$ cat config.mk
export PLATFORM = sky130hd
export DESIGN_NAME = cgra_stream_writer
export DESIGN_NICKNAME = d
export VERILOG_FILES = /design/src/source/cgra_data_pkg.sv /design/src/source/cgra_stream_writer.sv
export SDC_FILE = /design/constraint.sdc
export NUM_CORES = 1
export LEC_CHECK = 0
export ABC_AREA = 1
export BUFFER_PORTS_ARGS = -buffer_cell sky130_fd_sc_hd__buf_2
export CELL_PAD_IN_SITES_DETAIL_PLACEMENT = 0
export CELL_PAD_IN_SITES_GLOBAL_PLACEMENT = 1
export CORE_ASPECT_RATIO = 0.5
export CORE_MARGIN = 10
export CORE_UTILIZATION = 29
export DETAILED_ROUTE_END_ITERATION = 10
export GPL_TIMING_DRIVEN = 0
export MAX_ROUTING_LAYER = met4
export PLACE_DENSITY = 0.75
export SLEW_MARGIN = 5
export SYNTH_ARGS = -nofsm -noshare
export SYNTH_HDL_FRONTEND = slang
export SYNTH_SLANG_ARGS = --single-unit
export TNS_END_PERCENT = 30
$ cat constraint.sdc
create_clock -name clk_i -period 3.95 [get_ports clk_i]
set_clock_uncertainty 0.1 [all_clocks]
set_input_delay 0.1975 -clock clk_i [delete_from_list [all_inputs] [get_ports clk_i]]
set_output_delay 0.1975 -clock clk_i [all_outputs]
set_load 0.02 [all_outputs]
$ cat src/source/cgra_data_pkg.sv
// data-path definitions for the stream words, operand pairs and the result FIFO
package cgra_data_pkg;

  // ----------------------------------------------------------
  // stream payload
  // ----------------------------------------------------------
  // one narrow stream word
  typedef logic [63:0] stream_word_t;

  // operand a from lane 0, operand b from lane 1
  typedef struct packed {
    stream_word_t a;
    stream_word_t b;
  } operand_pair_s;

  // ----------------------------------------------------------
  // result FIFO sizing
  // ----------------------------------------------------------
  localparam int unsigned FIFO_DEPTH = 4;
  localparam int unsigned FIFO_AW    = $clog2(FIFO_DEPTH);

  // index bits plus one wrap bit
  typedef logic [FIFO_AW:0] fifo_ptr_t;

endpackage

$ cat src/source/cgra_stream_writer.sv
// stream writer, drains the result FIFO into the output stream and flags each delivered word
module cgra_stream_writer (
  input  logic                        clk_i,
  input  logic                        rst_n_i,
  // FIFO read side
  input  logic                        empty_i,
  output logic                        pop_o,
  input  cgra_data_pkg::stream_word_t pop_data_i,
  // output stream
  output cgra_data_pkg::stream_word_t out_data_o,
  output logic                        out_valid_o,
  input  logic                        out_ready_i,
  // one pulse per handshake
  output logic                        word_sent_o
);

  cgra_data_pkg::stream_word_t out_q;
  logic                        out_valid_q;
  logic                        load;

  // register is empty or its word leaves this cycle
  assign load        = ~out_valid_q | out_ready_i;
  assign pop_o       = load & ~empty_i;
  assign word_sent_o = out_valid_q & out_ready_i;

  // ----------------------------------------------------------
  // output register
  // ----------------------------------------------------------
  always_ff @(posedge clk_i) begin
    if (!rst_n_i) begin
      out_valid_q <= 1'b0;
    end else if (load) begin
      // valid drops when nothing is waiting behind the sent word
      out_valid_q <= ~empty_i;
    end
  end

  // data holds while valid waits for ready
  always_ff @(posedge clk_i) begin
    if (pop_o) begin
      out_q <= pop_data_i;
    end
  end

  assign out_data_o  = out_q;
  assign out_valid_o = out_valid_q;

endmodule
# Word-level counts from Yosys, hierarchy flattened
# Index checks and enable logic that the tools add are counted.
# classes
bitwise	5
# op_table
cell	n
1-bit bitwise AND	2
1-bit inverter	2
1-bit bitwise OR	1
# word_totals
reg_bits	65
input_bits	68
output_inout_bits	67

# Longest topological paths before layout
# depth
word_depth	3
ltp_mapped	3
mapped_depth_nobuf	3

# Worst setup path before layout
# OpenSTA, ideal clock, no wires.
# synth_path
path_kind	register to register
startpoint	register out_valid_q (netlist: out_valid_o)
endpoint	register out_q[0] (netlist: out_data_o[0]) (enable)
setup_ns	0.522
t_arrival_ns	3.830
slack_ns	-0.501
path_stages_with_launch	2
n_path_buf	0
period_less_slack_ns	4.451
path_cell_list	dfxtp_1 -> a21oi_1
# synth_via
elab_chain_cells	3
# synth_lines
element	line	text
start, declared	cgra_stream_writer.sv:18	logic out_valid_q;
start signal, assigned	cgra_stream_writer.sv:34	out_valid_q <= ~empty_i;
1-bit inverter	cgra_stream_writer.sv:22	assign load = ~out_valid_q | out_ready_i;
1-bit bitwise OR	cgra_stream_writer.sv:22	
1-bit bitwise AND	cgra_stream_writer.sv:23	assign pop_o = load & ~empty_i;
via pop_o	cgra_stream_writer.sv:7	output logic pop_o,
end signal, assigned	cgra_stream_writer.sv:41	out_q <= pop_data_i;
end, declared	cgra_stream_writer.sv:17	cgra_data_pkg::stream_word_t out_q;
# The timed path passes the listed nets, and every way through them passes these cells.
# A chain may end at the register's enable or synchronous reset.

# Final worst setup path
# layout_path
startpoint	register out_valid_q (netlist: out_valid_o)
endpoint	output port pop_o
# layout_via
elab_chain_cells	3
# layout_lines
element	line
1-bit inverter	cgra_stream_writer.sv:22
1-bit bitwise OR	cgra_stream_writer.sv:22
1-bit bitwise AND	cgra_stream_writer.sv:23
end, declared	cgra_stream_writer.sv:7
# No other way between the ends.

==> flow_metrics.py <==
metrics = {
    "detailed_routing": {
        "dr.pass1.iters": 4,
        "wl_met1_um": 2050,
        "ant_nets": 0,
        "routed-wl-met3_um": 152,
        "routed_via_density": 3.99,
        "totalWireLength_um": 6810,
        "drc": 0,
        "wl_per_cell_um": 17.8,
        "topRoutingLayerUsed": "met4",
        "num_vias": 1529,
        "drt_iter0_drc": 57,
        "wl_met2_um": 4430,
    },
    "logic_synthesis": {
        "async_flop_share_pct": 0,
        "synth_top_area_share_pct": 97.3,
        "yosysTopAreaCell": "edfxtp_1",
        "synthCells": 72,
        "synth.distinct_cells": 6,
        "yosys_warnings": 0,
        "yosys_register_bits": 65,
        "synth_area_um2": 1970,
        "synthTopCellsByArea": "edfxtp_1 (97%), dfxtp_1 (1.0%), inv_1 (0.57%)",
        "synth-seq-area-share_pct": 98.4,
        "synthFlopType": "edfxtp_1",
        "syn_nets": 140,
        "synth-edff-count": 64,
        "synth.top_cells.by_count": "edfxtp_1 (64), inv_1 (3), nand2_1 (2)",
        "postSynthAreaPerCell_um2": 27.4,
        "synth_most_common_cell": "edfxtp_1",
    },
    "worst_hold_path": {
        "min_delay_path_depth": 2,
        "hp-class": "primary input to flip-flop",
        "hold_end": "out_data_o[47]",
        "min-delay-start": "empty_i",
    },
    "sta": {
        "min_period_ps": 1890,
        "finalHoldViolCount": 0,
        "timing.hold.ws_ps": 235,
        "drv_slew": 0,
        "fin_crit_sh_pct": 47.8,
        "rsz0062_at_grt": "no",
        "fmax_mhz": 530,
        "max_slew.worst_pin.slew_ps": 730,
        "timing.setup.tns_ps": 0,
        "finalSetupViolCount": 0,
        "fin_ws_ps": 2060,
        "slew_headroom_pct": 51.2,
    },
    "die": {
        "die_w_um": 137,
        "core_area_um2": 6650,
        "initial_core_util_pct": 29.7,
        "row_count": 21,
        "fp.dieArea_um2": 10700,
        "top_level_ports": 135,
        "die_y_um": 78.3,
    },
    "outcome": {
        "outcome": "complete, no violations",
    },
    "setup_path": {
        "r2r_end": "out_data_o[56]",
        "cp_max_fo": 18,
        "reg2reg_slack_ps": 2310,
        "r2r-start": "out_valid_o",
        "crit_path_end_kind": "output port",
        "crit_cells": 2,
        "critical_path_buf_inv_count": 1,
        "crit_type": "flip-flop to output port",
        "cp_top_family": "compound AO/OA/AOI/OAI gates",
        "cp.required_ps": 3650,
        "critPathMaxStageDelay_ps": 610,
        "cp-start-kind": "flip-flop",
        "slowest_stage": "a21oi_4",
        "reg2reg_depth": 2,
        "critPathArrivalTime_ps": 1590,
        "cp_cell_sequence": "a21oi_4 > buf_2",
    },
    "global_route": {
        "first_global_vias": 1750,
        "antenna_found_initial": 1,
        "overflow": 0,
        "grt_usage_pct": 13.0,
        "grt_max_degree": 26,
        "grt_pass1_wl_um": 9870,
    },
    "clock_tree": {
        "cts_tree": "yes",
        "cts_resized": 0,
        "cts.sinks": 65,
        "clk_pin_slew_ps": 50,
        "cts_root_buf": "clkbuf_16",
        "numCtsBuffers": 9,
        "cts_setup_buffers": 0,
        "h-tree-depth": 3,
        "clock_latency_ps": 320,
        "clk_path_buf_depth": 2,
        "cts_hold_buf": 66,
    },
    "job": {
        "cap_violations": 0,
    },
    "finish": {
        "multiInputGateArea_um2": 32.5,
        "finalInstanceArea_um2": 3780,
        "layout-drive-gt1-share_pct": 52.1,
        "seqCellArea_um2": 1940,
        "final_nets": 353,
        "syn_to_final_growth_pct": 91.3,
        "fillers": 512,
        "fin_util_pct": 56.8,
        "instances_no_fill": 383,
    },
    "pwr": {
        "vdd_drop_max_mv": 0.247,
        "p_total_mw": 1.78,
        "powerDensity_nw_per_um2": 471,
        "leakagePower_nw": 1.62,
    },
    "placed_design": {
        "dpl_cell_area_um2": 2830,
        "placedCellCount": 300,
        "place_congestion": 0.678,
        "portBuffers": 134,
        "pre_cts_slack_ps": 2290,
    },
}
[how the worst max path moves through the flow]
stage	start	to	slack (ps)
after global routing	out_valid_o	pop_o	1990
after global placement	out_ready_i	pop_o	420
after floorplan	out_valid_o	out_data_o[0]	1070
after CTS	out_valid_o	pop_o	2030
final	out_valid_o	pop_o	2060
after detailed placement	out_valid_o	out_data_o[37]	2290
[placed cells by master (no fill, tap or decap), drive strengths merged]
cell,count
clkinvlp,1
clkbuf,10
buf,136
inv,3
a21oi,2
bufinv,1
edfxtp,64
clkinv,4
dlygate4sd3,66
nand2,2
dfxtp,1
diode,1
[logic make-up (layout without fill, tap and decap cells)]
kind of cell	Yosys count	count (layout)	share of synthesized area, %
AND/OR/NAND/NOR	2	2	0.380
buffers and inverters	3	221	0.570
flip-flops	65	65	98.4
other	0	1	0
AO/OA/AOI/OAI	2	2	0.697
[sequential cells by signal (all words and copies together), names as in the netlist]
name / flops
out_data_o: 64
out_valid_o: 1
[power by group]
group          leakage, nW  switching (mW)  internal [mW]
Sequential           0.627          0.0108          0.807
Combinational        0.858           0.110         0.0998
Clock                0.138           0.268          0.483
[layer usage]
metal | vias up | GRT usage, %
li1 | 710 | -
met1 | 765 | 10.2
met2 | 42 | 27.2
met3 | 12 | 3.11
met4 | 0 | 5.81
met5 | - | -
[area by class of cell]
class	count	share of cell area, %
multi-input combinational	4	0.861
antenna	1	0.0662
clock inverter	6	1.56
sequential	65	51.4
inverter	3	0.298
timing repair buffer	202	36.7
clock buffer	10	6.06
tap	92	3.05
Note: power is estimated with default switching activity, not from simulation.
