## src/source/cgra_cfg_pkg.sv

```systemverilog
// CSR-side definitions shared by the job controller, the processing row and the shell top
package cgra_cfg_pkg;

  // ----------------------------------------------------------
  // CSR layout
  // ----------------------------------------------------------
  localparam int unsigned NUM_RW_CSR = 2;
  localparam int unsigned NUM_RO_CSR = 2;

  // word index of each field in the rw and ro sets
  localparam int unsigned CSR_OP_IDX    = 0;
  localparam int unsigned CSR_LEN_IDX   = 1;
  localparam int unsigned CSR_BUSY_IDX  = 0;
  localparam int unsigned CSR_COUNT_IDX = 1;

  // one 32-bit register word
  typedef logic [31:0] csr_word_t;

  // number of results in one job, 1 to 65535
  typedef logic [15:0] job_len_t;

  // ----------------------------------------------------------
  // job description
  // ----------------------------------------------------------
  // element-wise operation, mul keeps the low 64 product bits
  typedef enum logic [1:0] {
    OP_ADD = 2'd0,
    OP_SUB = 2'd1,
    OP_MUL = 2'd2,
    OP_XOR = 2'd3
  } cgra_op_e;

  typedef struct packed {
    cgra_op_e op;
    job_len_t len;
  } job_cfg_s;

  // controller FSM
  typedef enum logic {
    S_IDLE = 1'b0,
    S_BUSY = 1'b1
  } job_state_e;

endpackage

```

## src/source/cgra_job_ctrl.sv

```systemverilog
// job controller, takes CSR sets, tracks idle/busy and reports busy and delivered count
module cgra_job_ctrl (
  input  logic                                                clk_i,
  input  logic                                                rst_n_i,
  // rw CSR set from the CSR manager
  input  cgra_cfg_pkg::csr_word_t [cgra_cfg_pkg::NUM_RW_CSR-1:0] csr_set_i,
  input  logic                                                csr_set_valid_i,
  output logic                                                csr_set_ready_o,
  // one pulse per output handshake
  input  logic                                                word_sent_i,
  // job setup towards the processing row
  output cgra_cfg_pkg::job_cfg_s                              job_cfg_o,
  output logic                                                job_start_o,
  // ro CSR words
  output cgra_cfg_pkg::csr_word_t [cgra_cfg_pkg::NUM_RO_CSR-1:0] csr_ro_o
);

  cgra_cfg_pkg::job_state_e state_q;
  cgra_cfg_pkg::job_cfg_s   cfg_q;
  cgra_cfg_pkg::job_len_t   count_q;
  cgra_cfg_pkg::job_len_t   count_inc;
  logic                     accept;

  // ----------------------------------------------------------
  // CSR handshake
  // ----------------------------------------------------------
  // new sets only between jobs
  assign csr_set_ready_o = (state_q == cgra_cfg_pkg::S_IDLE);
  assign accept          = csr_set_valid_i & csr_set_ready_o;
  // row clears its issue counter on the same edge the config lands
  assign job_start_o     = accept;
  assign count_inc       = count_q + 16'd1;

  // ----------------------------------------------------------
  // state, config and delivered count
  // ----------------------------------------------------------
  always_ff @(posedge clk_i) begin
    if (!rst_n_i) begin
      state_q   <= cgra_cfg_pkg::S_IDLE;
      cfg_q.op  <= cgra_cfg_pkg::OP_ADD;
      // zero length keeps the row's input readies low until a set
      cfg_q.len <= '0;
      count_q   <= '0;
    end else if (accept) begin
      state_q   <= cgra_cfg_pkg::S_BUSY;
      cfg_q.op  <= cgra_cfg_pkg::cgra_op_e'(csr_set_i[cgra_cfg_pkg::CSR_OP_IDX][1:0]);
      cfg_q.len <= csr_set_i[cgra_cfg_pkg::CSR_LEN_IDX][15:0];
      count_q   <= '0;
    end else if (state_q == cgra_cfg_pkg::S_BUSY && word_sent_i) begin
      count_q <= count_inc;
      // last word of the job, back to idle on this edge
      if (count_inc == cfg_q.len) begin
        state_q <= cgra_cfg_pkg::S_IDLE;
      end
    end
  end

  assign job_cfg_o = cfg_q;

  // ----------------------------------------------------------
  // read-only words
  // ----------------------------------------------------------
  always_comb begin
    csr_ro_o = '0;
    csr_ro_o[cgra_cfg_pkg::CSR_BUSY_IDX][0]     = (state_q == cgra_cfg_pkg::S_BUSY);
    // count stays at the length after the job ends
    csr_ro_o[cgra_cfg_pkg::CSR_COUNT_IDX][15:0] = count_q;
  end

endmodule

```

## config.mk

```make
export PLATFORM = sky130hd
export DESIGN_NAME = cgra_job_ctrl
export DESIGN_NICKNAME = d
export VERILOG_FILES = /design/src/source/cgra_cfg_pkg.sv /design/src/source/cgra_job_ctrl.sv
export SDC_FILE = /design/constraint.sdc
export NUM_CORES = 1
export LEC_CHECK = 0
export BUFFER_PORTS_ARGS = -buffer_cell sky130_fd_sc_hd__buf_2
export CAP_MARGIN = 0
export CORE_MARGIN = 2
export CORE_UTILIZATION = 42
export DETAILED_ROUTE_END_ITERATION = 10
export PLACE_DENSITY = 0.81
export SYNTH_ARGS = -nofsm -noshare
export SYNTH_HDL_FRONTEND = slang
export SYNTH_SLANG_ARGS = --single-unit
```

## constraint.sdc

```tcl
create_clock -name clk_i -period 2.7 [get_ports clk_i]
set_input_delay 0 -clock clk_i [delete_from_list [all_inputs] [get_ports clk_i]]
set_output_delay 0 -clock clk_i [all_outputs]
set_load 0.05 [all_outputs]
```

After elaboration in Yosys (flattened, before gate mapping):

Cells that the tools add are included.

* add/subtract/negate cells: 1
* equal/unequal tests: 1
* muxes and demuxes: 3
* bitwise logic cells: 3
* reduce and logical (&&, ||, !) cells: 5

Operators with widths (number)
* adder 16 x 1 -> 16 bit, second input constant: 1
* equality test 16 bit: 1
* nonzero test 2 bit: 2
* two-way mux 1 bit: 3
* NOT 1 bit: 2
* AND reduction 2 bit: 1
* OR reduction 2 bit: 1
* bitwise AND 1 bit: 1
* logical AND 1 bit: 1

* bits in registers: 35
* input port bits: 68
* output and inout bits: 84

Depth between registers and ports, before layout:

* word-level depth: 5
* mapped depth: 7
* gate-level depth less buffers: 7

Least setup slack after synthesis:

Ideal clock, no wire load.

* path kind: register to register
* start point: register count_q[4]
* end point: register state_q
* setup time: 129 ps
* arrival: 2402 ps
* slack: 169 ps
* stages on the path, launching flop included: 7
* path buffers: 1
* clock period less this slack: 2531 ps
* cells stage by stage: dfxtp_1 buf_2 nand4_4 or4_4 or4_1 a2111oi_1 a21oi_1

* word-level cells in the longest chain between the ends: 4

RTL lines
* start, declared: RTL line cgra_job_ctrl.sv:20 `cgra_cfg_pkg::job_len_t count_q;`
* start signal, assigned: RTL line cgra_job_ctrl.sv:50 `count_q <= count_inc;`
* adder 16 x 1 -> 16 bit: RTL line cgra_job_ctrl.sv:32 `assign count_inc = count_q + 16'd1;`
* equality test 16 bit: RTL line cgra_job_ctrl.sv:52 `if (count_inc == cfg_q.len) begin`
* nonzero test 2 bit (no line)
* AND reduction 2 bit (no line)
* end signal, assigned: RTL line cgra_job_ctrl.sv:39 `state_q <= cgra_cfg_pkg::S_IDLE;`
* end signal, assigned: RTL line cgra_job_ctrl.sv:45 `state_q <= cgra_cfg_pkg::S_BUSY;`
* end signal, assigned: RTL line cgra_job_ctrl.sv:53 `state_q <= cgra_cfg_pkg::S_IDLE;`
* end, declared: RTL line cgra_job_ctrl.sv:18 `cgra_cfg_pkg::job_state_e state_q;`

No other way between the ends.
A chain may end at the register's enable or synchronous reset.

Worst setup path after layout:

* start point: register count_q[10]
* end point: register state_q

The elaborated chain is that of the path after synthesis.

==> run_results.csv <==
group,metric,value,unit
clocking,post_cts_buffers,0,
power,power_switching,481.2,uW
final_layout,areaGrowthSynthToFinish,21.11,%
die,core.rowCount,26,
clocking,clk_pin_slew,70,ps
worst_setup_path,path_class,"reg2reg",
clocking,ctsHoldBuffers,17,
power,power_frac_seq,0.436,
sta,rsz0062_at_grt,"no",
synthesis,synth_top_area_frac,0.3169,
global_routing,grt_pass1_wl,7976,um
flow_run,max_cap_violations,0,
sta,hold_viol_final,0,
synthesis,ys_types,41,
synthesis,synth_ff_type,"dfxtp_1",
final_layout,fin_nets,426,
place,port_buffers,58,
clocking,cts.sinks,35,
power,swShare,0.3804,
worst_setup_path,worstSetupStartpointType,"register",
synthesis,synthArstFlopShare,0,
clocking,cts_tree,"built",
sta,finalCritPeriodShare,0.8889,
clocking,htreeDepth,2,
sta,fin_setup_tns,0,ps
synthesis,synthTopCellsByCount,"49 x nand2_1, 48 x buf_4, 35 x dfxtp_1, 23 x nor2_1, 22 x xnor2_1",
synthesis,synth_top_cell_by_area,"dfxtp_1",
routing,drc,0,
global_routing,grt_pass1_vias,1783,
sta,post-route-min-period,2400,ps
worst_setup_path,cp-end-kind,"register",
power,p_per_area,472.3,mW/mm^2
synthesis,synth_cells,279,
routing,via_per_inst,4.640,
global_routing,gr-total-overflow,0,
clocking,cts_root_buffer,"clkbuf_8",
clocking,cts_buffers,5,
status,status,"finished clean",
synthesis,syn_area,0.002211,mm^2
routing,drt_first_pass_iters,4,
final_layout,drive_gt1_frac,0.2151,
global_routing,grt_max_degree,21,
power,leakagePower,0.001179,uW
routing,via_count,1986,
power,p_comb_frac,0.269,
place,gp_congestion,0.8903,
sta,slew_viol_final,0,
worst_setup_path,required,2870,ps
die,initial_utilization,0.4329,
synthesis,yosys-top-cells-area,"dfxtp_1 32%, buf_4 16%, xnor2_1 8.7%",
sta,whs,11.02,ps
power,ir_drop,0.3785,mV
hold_path,hold_path_class,"in2reg",
synthesis,synth-warning-count,0,
routing,drt-initial-drc-count,53,
die,dieArea,0.005861,mm^2
routing,wirelength,4888,um
clocking,worstSkewPairLatency,290,ps
final_layout,diodes,0,
power,p_clk_frac,0.296,
synthesis,avgSynthCellArea,7.924,um^2
place,dp_hpwl,3621,um
global_routing,track_usage,0.1659,
power,p_int,783.6,uW
clocking,ctsResizeCount,0,
global_routing,antenna_found_initial,0,
sta,setup_viol_count_final,0,
synthesis,synth_seq_cells,35,
sta,worstMarginPinSlew,541.2,ps
sta,fin_skew,6.843,ps
synthesis,yosysMostFrequentCell,"nand2_1",
sta,relSlewSlack,0.6383,
die,ios,152,
clocking,clk_path_buf_depth,2,
die,die_y,76.56,um
routing,ant_nets,0,
synthesis,ys_seq_area_frac,0.3169,
sta,max_freq,416.7,MHz
routing,wl_per_cell,11.42,um
synthesis,synth_edf_count,0,
worst_setup_path,path_max_fanout,7,
die,die_x,76.56,um
worst_setup_path,worstPathArrival,2570,ps
die,core,0.005107,mm^2
==> power groups by stage <==
| stage | registers, uW | logic, uW | clock network, uW |
|---|---|---|---|
| 2_1_floorplan | 615 | 268 | 0 |
| 3_3_place_gp | 562 | 317 | 0 |
| 3_5_place_dp | 563 | 319 | 0 |
| 4_1_cts | 551 | 338 | 381 |
| 5_1_grt | 553 | 359 | 394 |
| 6_report | 551 | 340 | 374 |
==> final timing paths <==
path / cells past startpoint / startpoint / end / slack, ps
setup / recovery: 6 / count_q[10] / state_q / 300
hold reg to reg: 2 / job_cfg_o[17] / job_cfg_o[17] / 460
hold / removal: 3 / csr_set_valid_i / state_q / 10
setup reg to reg: 6 / count_q[10] / state_q / 300
==> through the flow <==
step	cell area [um^2]	std cells	power [uW]	util	worst slack [ps]
finish	2678	428	1265	0.5243	300.0
global route	2678	428	1306	0.5243	163.6
CTS	2678	428	1270	0.5243	295.1
detailed placement	2422	403	881.9	0.4743	297.6
global placement	2422	403	878.2	0.4743	363.0
floorplan	2384	325	883.3	-	169.3
==> critical path: stages (launching register included) <==
cell       delay, ps
dfxtp_1          470
nand4_1          240
or4_4            560
nor4b_1          320
o31ai_1          140
a2111oi_1        430
a21oi_1          110
==> logic make-up after synthesis <==
family | share of synthesized area
muxes | 0.004528
DFF | 0.3169
and+or+nand+nor | 0.2422
xor gates and xnor gates | 0.1307
AOI/OAI and AO/OA | 0.1092
other | 0.001696
adders and majority gates | 0.005658
buffers and inverters | 0.1890
==> per-layer routing <==
metal,global-route usage,part of all wire
met3,0.02607,0.061
met4,0.05455,0.013
met2,0.3009,0.50
met1,0.1987,0.43
met5,0,0
==> sequential cells by signal, summed over array words and instances, names as in the netlist <==
name	count
count_q	16
job_cfg_o	18
state_q	1
==> final cells by class <==
type | instances | area [um^2]
timing repair buffer | 84 | 528.0
fill | 466 | 2430
sequential | 35 | 700.7
clock buffer | 6 | 72.57
multi-input combinational | 228 | 1265
clock inverter | 2 | 12.51
inverter | 3 | 11.26
tap | 70 | 87.58
==> cells in the final DEF, fill, tap and decap left out, types with 4 or more instances in the layout <==
master,count
a21boi_0,18
nand3_1,8
nand2_1,49
nand4_1,4
nor2_1,23
buf_4,9
o21ai_0,4
buf_2,58
nor3_1,8
dfxtp_1,35
xor2_1,11
dlygate4sd3_1,17
clkbuf_8,5
xnor2_1,22
conb_1,47
a21oi_1,4
(Power assumes the default switching activity.)
