<file path="src/source/cgra_data_pkg.sv">
// data-path definitions for the stream words, operand pairs and the result FIFO
package cgra_data_pkg;

  // ----------------------------------------------------------
  // stream payload
  // ----------------------------------------------------------
  // one narrow stream word
  typedef logic [63:0] stream_word_t;

  // operand a from lane 0, operand b from lane 1
  typedef struct packed {
    stream_word_t a;
    stream_word_t b;
  } operand_pair_s;

  // ----------------------------------------------------------
  // result FIFO sizing
  // ----------------------------------------------------------
  localparam int unsigned FIFO_DEPTH = 4;
  localparam int unsigned FIFO_AW    = $clog2(FIFO_DEPTH);

  // index bits plus one wrap bit
  typedef logic [FIFO_AW:0] fifo_ptr_t;

endpackage

</file>
<file path="src/source/cgra_result_fifo.sv">
// result FIFO between the processing row and the stream writer, registered read, no fall-through
module cgra_result_fifo (
  input  logic                        clk_i,
  input  logic                        rst_n_i,
  // write side
  input  logic                        push_i,
  input  cgra_data_pkg::stream_word_t push_data_i,
  output logic                        full_o,
  // read side
  input  logic                        pop_i,
  output cgra_data_pkg::stream_word_t pop_data_o,
  output logic                        empty_o
);

  localparam int unsigned AW = cgra_data_pkg::FIFO_AW;

  cgra_data_pkg::stream_word_t mem_q [cgra_data_pkg::FIFO_DEPTH];
  cgra_data_pkg::fifo_ptr_t    wr_ptr_q;
  cgra_data_pkg::fifo_ptr_t    rd_ptr_q;
  logic                        do_push;
  logic                        do_pop;

  // ----------------------------------------------------------
  // flags from the wrap-bit pointers
  // ----------------------------------------------------------
  // same index, different lap
  assign full_o  = (wr_ptr_q[AW] != rd_ptr_q[AW]) &&
                   (wr_ptr_q[AW-1:0] == rd_ptr_q[AW-1:0]);
  assign empty_o = (wr_ptr_q == rd_ptr_q);

  // overflow and underflow are dropped here as well
  assign do_push = push_i & ~full_o;
  assign do_pop  = pop_i & ~empty_o;

  // ----------------------------------------------------------
  // pointers
  // ----------------------------------------------------------
  always_ff @(posedge clk_i) begin
    if (!rst_n_i) begin
      wr_ptr_q <= '0;
      rd_ptr_q <= '0;
    end else begin
      if (do_push) begin
        wr_ptr_q <= wr_ptr_q + 1'b1;
      end
      if (do_pop) begin
        rd_ptr_q <= rd_ptr_q + 1'b1;
      end
    end
  end

  // storage array
  always_ff @(posedge clk_i) begin
    if (do_push) begin
      mem_q[wr_ptr_q[AW-1:0]] <= push_data_i;
    end
  end

  // head entry, valid when not empty
  assign pop_data_o = mem_q[rd_ptr_q[AW-1:0]];

endmodule

</file>
<file path="config.mk">
export PLATFORM = sky130hd
export DESIGN_NAME = cgra_result_fifo
export DESIGN_NICKNAME = d
export VERILOG_FILES = /design/src/source/cgra_data_pkg.sv /design/src/source/cgra_result_fifo.sv
export SDC_FILE = /design/constraint.sdc
export NUM_CORES = 1
export LEC_CHECK = 0
export BUFFER_PORTS_ARGS = -buffer_cell sky130_fd_sc_hd__buf_2
export CAP_MARGIN = 10
export CORE_ASPECT_RATIO = 0.9
export CORE_UTILIZATION = 31
export CTS_CLUSTER_DIAMETER = 100
export DETAILED_ROUTE_END_ITERATION = 10
export HOLD_SLACK_MARGIN = 0.12
export SKIP_CTS_REPAIR_TIMING = 1
export SLEW_MARGIN = 15
export SYNTH_ARGS = -nofsm -noshare
export SYNTH_HDL_FRONTEND = slang
export SYNTH_SLANG_ARGS = --single-unit
export TNS_END_PERCENT = 5
</file>
<file path="constraint.sdc">
create_clock -name clk_i -period 5.6 [get_ports clk_i]
set_clock_uncertainty 0.1 [all_clocks]
set_input_delay 0.56 -clock clk_i [delete_from_list [all_inputs] [get_ports clk_i]]
set_output_delay 0.56 -clock clk_i [all_outputs]
set_load 0.01 [all_outputs]
</file>
-- After elaboration in Yosys (flattened, before gate mapping)
Memory sizes are Yosys's and may differ from the RTL's. A register that Yosys moved wholly into a read port is not among the register bits.
Cells that the tools add are included.
- add/sub/neg operators: 2
- equal/unequal tests: 3
- mux-type cells: 4
- bitwise gates (word level): 4
- reduce and logical (&&, ||, !) cells: 1
- operators by type and width (kind ; number):
    $add A3 B1 Y3 const B ; 2
    $mux W2 ; 2
    $eq A3 B3 Y1 ; 1
    $and A1 B1 Y1 ; 2
    $eq A2 B2 Y1 ; 1
    $mux W1 ; 2
    $not A1 Y1 ; 2
    $logic_and A1 B1 Y1 ; 1
    $ne A1 B1 Y1 ; 1
- bits in registers: 6
- bits in writable memories: 256
- bits of input ports: 68
- output and inout port bits: 66
- logic and storage cells: 17
- memories kept: 1
- memory list (name ; depth ; width ; rd ports ; clocked after memory_dff ; write ports ; RTL line ; source):
    mem_q ; 4 ; 64 ; 1 ; 1 ; 1 ; cgra_result_fifo.sv:17 ; cgra_data_pkg::stream_word_t mem_q [cgra_data_pkg::FIFO_DEPTH];

-- Depth between registers and ports, before layout
Gate-level depths: netlist (run 1).
- depth after elaboration: 6
- depth in mapped cells: 5
- mapped depth without buffers: 4

-- Worst setup path after synthesis (run 1)
No wires, ideal clock.
- path type: reg-to-reg
- from: reg wr_ptr_q[0]
- to: mem mem_q[3][0] (netlist name), enable pin
- setup time: 0.486 ns
- data arrival time: 3.672 ns
- data required time: 5.014 ns
- slack: 1.341 ns
- stages on the path, launching flop included: 4
- buffers on the path: 0
- period minus slack after synthesis: 4.259 ns
- cells stage by stage: dfxtp_1 > xor2_1 > nor3_1 > nor2_1
- longest elaborated chain between the ends: 6
- ends and longest elaborated chain (item ; RTL line ; source):
    start: declaration ; cgra_result_fifo.sv:18 ; cgra_data_pkg::fifo_ptr_t wr_ptr_q;
    start signal: assignment ; cgra_result_fifo.sv:44 ; wr_ptr_q <= wr_ptr_q + 1'b1;
    $eq A2 B2 Y1 ; cgra_result_fifo.sv:28 ; (wr_ptr_q[AW-1:0] == rd_ptr_q[AW-1:0]);
    $logic_and A1 B1 Y1 ; cgra_result_fifo.sv:27 ; assign full_o = (wr_ptr_q[AW] != rd_ptr_q[AW]) &&
    net full_o ; cgra_result_fifo.sv:8 ; output logic full_o,
    $not A1 Y1 ; cgra_result_fifo.sv:32 ; assign do_push = push_i & ~full_o;
    $and A1 B1 Y1 ; cgra_result_fifo.sv:32 ;
    $mux W1 ; cgra_result_fifo.sv:54 ; if (do_push) begin
    $mux W1 (not written as such) ; cgra_result_fifo.sv:55 ; mem_q[wr_ptr_q[AW-1:0]] <= push_data_i;
    end: declaration ; cgra_result_fifo.sv:17 ;
The timed path passes the listed nets, and every way through them passes these cells.

==> results of run 1 <==
## power by group
| group | total [mW] | switching (mW) | internal, mW |
|---|---|---|---|
| Clock | 1.81 | 0.733 | 1.07 |
| Sequential | 2.69 | 0.178 | 2.52 |
| Combinational | 1.13 | 0.604 | 0.530 |
| Total | 5.63 | 1.51 | 4.12 |
## cell type report
class / count / area [sq um] / area share
Clock inverter: 14 / 139 / 0.0117
Timing Repair Buffer: 136 / 691 / 0.0584
Tap cell: 409 / 512 / 0.0433
Inverter: 5 / 18.8 / 0.00159
Clock buffer: 38 / 779 / 0.0659
Sequential cell: 264 / 7860 / 0.664
Multi-Input combinational cell: 117 / 1830 / 0.155
## synth_stat cells
| cell type | n | area (sq um) |
|---|---|---|
| a211oi_1 | 1 | 7.51 |
| o211ai_1 | 2 | 15.0 |
| nand3_1 | 3 | 15.0 |
| inv_1 | 5 | 18.8 |
| nor2_1 | 2 | 7.51 |
| buf_4 | 1 | 7.51 |
| dfxtp_1 | 8 | 160 |
| a31oi_1 | 2 | 12.5 |
| edfxtp_1 | 256 | 7690 |
| clkbuf_2 | 1 | 5.00 |
| nand4_1 | 2 | 12.5 |
| and2_1 | 4 | 25.0 |
| buf_6 | 1 | 11.3 |
| clkbuf_4 | 1 | 7.51 |
| buf_2 | 6 | 30.0 |
| a41oi_1 | 2 | 17.5 |
| o21ai_0 | 4 | 20.0 |
| nand3b_1 | 4 | 30.0 |
| ha_1 | 5 | 62.6 |
| xor2_1 | 3 | 26.3 |
| mux4_2 | 64 | 1440 |
| nor3_1 | 4 | 20.0 |
| buf_1 | 6 | 22.5 |
| nand2_1 | 3 | 11.3 |
| xnor2_1 | 3 | 26.3 |
| a211o_1 | 4 | 35.0 |
| a21oi_1 | 2 | 10.0 |
| o31a_1 | 1 | 8.76 |
| or4_1 | 1 | 7.51 |
| and3_1 | 1 | 6.26 |
## metal layers
layer  share of wire  vias to the layer above  GRT usage  routed length [um]
met5         0.00066                        -          0                  12
li1                -                     2016          -                   -
met4           0.023                        2     0.0298                 419
met1            0.43                     2379      0.148                7820
met3           0.059                       34     0.0283                1070
met2            0.49                      140      0.195                8980
## cells in the final DEF (no fill, tap or decap), types with 2 or more instances in the layout
master      instances
ha_1                5
o211ai_1            2
inv_6               3
dfxtp_1             6
nand4_1             2
edfxtp_1          256
nand3_1             3
a21oi_1             2
dfxtp_4             2
bufinv_16           2
xnor2_1             3
a31oi_1             2
clkbuf_8            2
nor3_1              4
o21ai_0             4
buf_2             133
nand3b_1            4
clkbuf_16          29
and2_4              3
clkinv_2            6
inv_1               5
a41oi_1             2
clkbuf_1            7
nand2_1             3
mux4_2             64
a211o_1             4
clkinvlp_4          3
buf_4               2
xor2_1              3
## worst paths after layout
path              cells after the start                        to  slack [ns]                     start
setup reg to reg                      4     mem_q[3][8]$_DFFE_PP_        2.56  wr_ptr_q[0]$_SDFFE_PN0P_
hold / removal                        1    mem_q[3][38]$_DFFE_PP_        0.15           push_data_i[38]
hold reg to reg                       2  wr_ptr_q[2]$_SDFFE_PN0P_        0.46  wr_ptr_q[2]$_SDFFE_PN0P_
setup / recovery                      3            pop_data_o[26]        2.13                  register
## cells by family (layout without fill, tap and decap cells)
logic type	after synthesis	after routing	share of synthesized area
compound gates	18	18	0.0129
xor+xnor	6	6	0.00538
fa+ha+maj	5	5	0.00640
buf+inv	21	193	0.0105
flops	264	264	0.803
mux	64	64	0.148
simple gates	24	24	0.0138
## sequential cells by signal, summed over array words and instances, names as in the netlist, named ones only
signal / flops
wr_ptr_q: 3
rd_ptr_q: 3
mem_q: 256
## critical path, stage by stage (launching register included)
cell and delay [ns]:
dfxtp_4 0.93, buf_4 0.57, mux4_2 0.58, buf_2 0.16
==> flow_summary_export.csv, run 1 <==
group,metric,value,unit
outcome,run_status,"completed",
placed_design,place_inst,930,
timing,report.final.slew_viol_count,0,
cts,clkTransAtPathRegs,0.06,ns
timing,rsz0062_at_grt,"no",
logic_synthesis,yosysWarnings,0,
route,drt_wl_total,18300,um
setup_path,crit_type,"reg -> out",
floorplan,start_util,0.316,
route,initialDrtViolationCount,196,
setup_path,worstPathArrival,2.81,ns
layout,fin_cells,983,
route,drc,0,
global_routing,grt_pass1_vias,4939,
route,ant_nets,0,
floorplan,dieArea,32200,sq um
logic_synthesis,netlist_area,9770,sq um
timing,holdWs,0.148,ns
placed_design,dp_hpwl,10500,um
timing,slew_headroom,0.292,
timing,fmax,289,MHz
cts,insertion_delay,0.53,ns
timing,fin_crit_sh,0.619,
layout,fin_area,11800,sq um
cts,cts_tree,"done",
timing,worst_slew_pin_slew,1.06,ns
route,routed-via-count,4571,
logic_synthesis,syn_area_per_cell,24.3,sq um
setup_path,start_kind,"register",
logic_synthesis,syn_inst,402,
timing,worst_slack,2.13,ns
pwr,peakVddDrop,479,uV
logic_synthesis,ys_types,30,
layout,layout-drive-gt1-share,0.436,
cts,cts_made_buffers,28,
placed_design,gp_congestion,0.800,
timing,setup_violations,0,
pwr,p_total,5.63,mW
floorplan,coreArea,30900,sq um
cts,cts_root_buf,"clkbuf_16",
global_routing,antenna_found_initial,1,
cts,cts.sinks,264,
floorplan,io_pins,134,
logic_synthesis,ys_seq_elements,264,
placed_design,dpl_cell_area,10900,sq um
logic_synthesis,ys_seq_area_frac,0.803,
global_routing,grt_pass1_wl,28400,um
setup_path,crit_required,4.94,ns
floorplan,die_h,170,um
layout,fillCellCount,2804,
setup_path,crit_path_max_fanout,41,
worst_hold_path,hold_path.class,"in -> reg",
layout,fin_nets,625,
pwr,p_leak,3.92,nW
pwr,powerDensity,476,nW/um^2
layout,utilization,0.383,
flow_run,maxCapViolCount,0,
placed_design,pre_cts_ws,2.52,ns
floorplan,rows,61,
route,wl_per_cell,18.6,um
global_routing,grt_usage,0.115,
route,drt-pass1-iter-count,4,
layout,area_growth,21.1,%
timing,finalHoldViolCount,0,
layout,antenna_cells,0,
global_routing,overflow,0,
cts,cts_max_level,1,
timing,min_period,3.47,ns
route,post_drt_via_cell_ratio,4.65,
timing,fin_setup_tns,0,ns
setup_path,cp-end-kind,"primary output",
global_routing,grt_max_degree,65,
logic_synthesis,synth_fp_nets,475,
placed_design,portBuffers,133,
floorplan,chipWidth,189,um
cts,clock_path_buffers,3,
Power figures use the tool's default switching activity.
==> inputs of run 2 (changes only) <==
==> constraint.sdc (replaced) <==
create_clock -name clk_i -period 3.6 [get_ports clk_i]
set_clock_uncertainty 0.1 [all_clocks]
set_input_delay 0.36 -clock clk_i [delete_from_list [all_inputs] [get_ports clk_i]]
set_output_delay 0.36 -clock clk_i [all_outputs]
set_load 0.01 [all_outputs]
==> flow_summary_export.csv, run 2 (synthesis results as in run 1) <==
group,metric,value,unit
outcome,run_status,"completed",
layout,fin_cells,1048,
floorplan,io_pins,134,
pwr,seqPwrFrac,0.470,
timing,min_period,2.64,ns
placed_design,dpl_cell_area,10900,sq um
route,ant_nets,0,
layout,area_growth,27.6,%
worst_hold_path,hold_depth,3,
layout,final_common_cell,"edfxtp_1",
cts,cts_tree,"done",
route,wl_per_cell,18.4,um
global_routing,grt_pass1_wl,29200,um
setup_path,rr_worst_depth,3,
cts,cts.sinks,264,
pwr,peakVddDrop,442,uV
layout,largest_reg_flops,256,
timing,finalHoldViolCount,0,
timing,slew_headroom,0.318,
floorplan,die_h,170,um
timing,fin_crit_sh,0.733,
route,drt_wl_total,19300,um
pwr,pwr-share-clk,0.309,
pwr,p_sw_frac,0.269,
cts,clkTransAtPathRegs,0.06,ns
global_routing,overflow,0,
floorplan,dieArea,32200,sq um
global_routing,grt_pass1_vias,5223,
layout,fin_area,12500,sq um
setup_path,start_kind,"register",
pwr,powerDensity,702,nW/um^2
floorplan,start_util,0.316,
cts,cts_made_buffers,28,
timing,worst_slew_pin_slew,1.02,ns
route,drt-pass1-iter-count,5,
cts,insertion_delay,0.53,ns
global_routing,grt_usage,0.119,
placed_design,portBuffers,133,
pwr,p_total,8.75,mW
cts,cts_max_level,1,
route,drc,0,
global_routing,grt_max_degree,65,
floorplan,coreArea,30900,sq um
setup_path,r2r_start,"wr_ptr_q[1]$_SDFFE_PN0P_",
setup_path,crit_required,3.14,ns
setup_path,r2r-end,"mem_q[1][46]$_DFFE_PP_",
floorplan,chipWidth,189,um
setup_path,crit_type,"reg -> out",
timing,setup_violations,0,
placed_design,place_inst,930,
flow_run,maxCapViolCount,0,
worst_hold_path,hold_path.class,"in -> reg",
placed_design,dp_hpwl,11200,um
route,initialDrtViolationCount,244,
setup_path,cp-end-kind,"primary output",
timing,fmax,379,MHz
placed_design,gp_congestion,0.730,
timing,fin_setup_tns,0,ns
setup_path,worstPathArrival,2.18,ns
pwr,pwr-share-comb,0.221,
worst_hold_path,hold_start,"pop_i",
floorplan,rows,61,
route,routed-via-count,4828,
layout,layout-drive-gt1-share,0.379,
timing,rsz0062_at_grt,"no",
setup_path,ff2ff_setup_slack,1.13,ns
pwr,power_switching,2.35,mW
timing,report.final.slew_viol_count,0,
layout,antenna_cells,0,
placed_design,pre_cts_ws,1.12,ns
route,post_drt_via_cell_ratio,4.61,
pwr,p_int,6.39,mW
layout,fin_nets,690,
layout,final_cell_mix,"edfxtp_1, buf_2, dlygate4sd3_1",
setup_path,crit_path_max_fanout,64,
cts,clock_path_buffers,3,
global_routing,antenna_found_initial,0,
timing,worst_slack,0.963,ns
pwr,p_leak,4.17,nW
cts,cts_root_buf,"clkbuf_16",
[run 2: changes by cell type in the layout (fill, tap and decap cells not counted)]
| cell | before | now |
|---|---|---|
| buf_4 | 2 | 0 |
| clkbuf_16 | 29 | 28 |
| clkinvlp_4 | 3 | 1 |
| clkbuf_1 | 7 | 9 |
| clkbuf_8 | 2 | 1 |
| clkinv_1 | 0 | 6 |
| dlygate4sd3_1 | 1 | 66 |
| buf_12 | 0 | 2 |
| inv_6 | 3 | 1 |
| clkinv_2 | 6 | 3 |
| clkinv_8 | 0 | 1 |
[run 2: critical path: stages, from the launching register on]
cell,delay [ns]
dfxtp_4,0.99
mux4_2,0.45
buf_2,0.16
[run 2: how the worst max path moves through the flow]
stage,startpoint,end,slack (ns),depth (start not counted)
2_1_floorplan,wr_ptr_q[0]$_SDFFE_PN0P_,mem_q[3][0]$_DFFE_PP_,0.41,3
3_3_place_gp,wr_ptr_q[1]$_SDFFE_PN0P_,mem_q[2][10]$_DFFE_PP_,1.25,3
4_1_cts,register,pop_data_o[4],0.90,2
6_report,register,pop_data_o[47],0.96,2
5_1_grt,register,pop_data_o[4],0.83,2
3_5_place_dp,wr_ptr_q[1]$_SDFFE_PN0P_,mem_q[1][46]$_DFFE_PP_,1.12,3
[run 2: layout make-up]
| class | count | area [sq um] |
|---|---|---|
| inverter | 5 | 18.8 |
| clock buffer | 38 | 748 |
| multi-input combinational | 117 | 1830 |
| sequential | 264 | 7860 |
| fill | 2802 | 18400 |
| timing repair buffer | 201 | 1370 |
| clock inverter | 14 | 130 |
| tap | 409 | 512 |
[run 2: layer usage]
metal | global-route usage | routed length, um | share of wire | vias to the layer above
li1 | - | - | - | 2150
met1 | 0.143 | 7960 | 0.41 | 2487
met2 | 0.209 | 9800 | 0.51 | 159
met3 | 0.0382 | 1240 | 0.064 | 32
met4 | 0.0273 | 334 | 0.017 | 0
met5 | 0 | 0 | 0 | -
[run 2: stage by stage]
step           utilization  hold slack [ns]
2_1_floorplan            -            0.359
3_3_place_gp         0.353            0.422
3_5_place_dp         0.353            0.462
4_1_cts              0.382          -0.0845
5_1_grt              0.403            0.161
6_report             0.403            0.189
[run 2: power by group through the flow]
stage / registers, mW / clock network (mW) / logic [mW]
4_1_cts: 4.12 / 2.77 / 1.95
6_report: 4.11 / 2.70 / 1.94
3_3_place_gp: 4.14 / 0 / 1.90
3_5_place_dp: 4.18 / 0 / 1.94
5_1_grt: 4.16 / 2.89 / 2.11
2_1_floorplan: 4.06 / 0 / 1.26
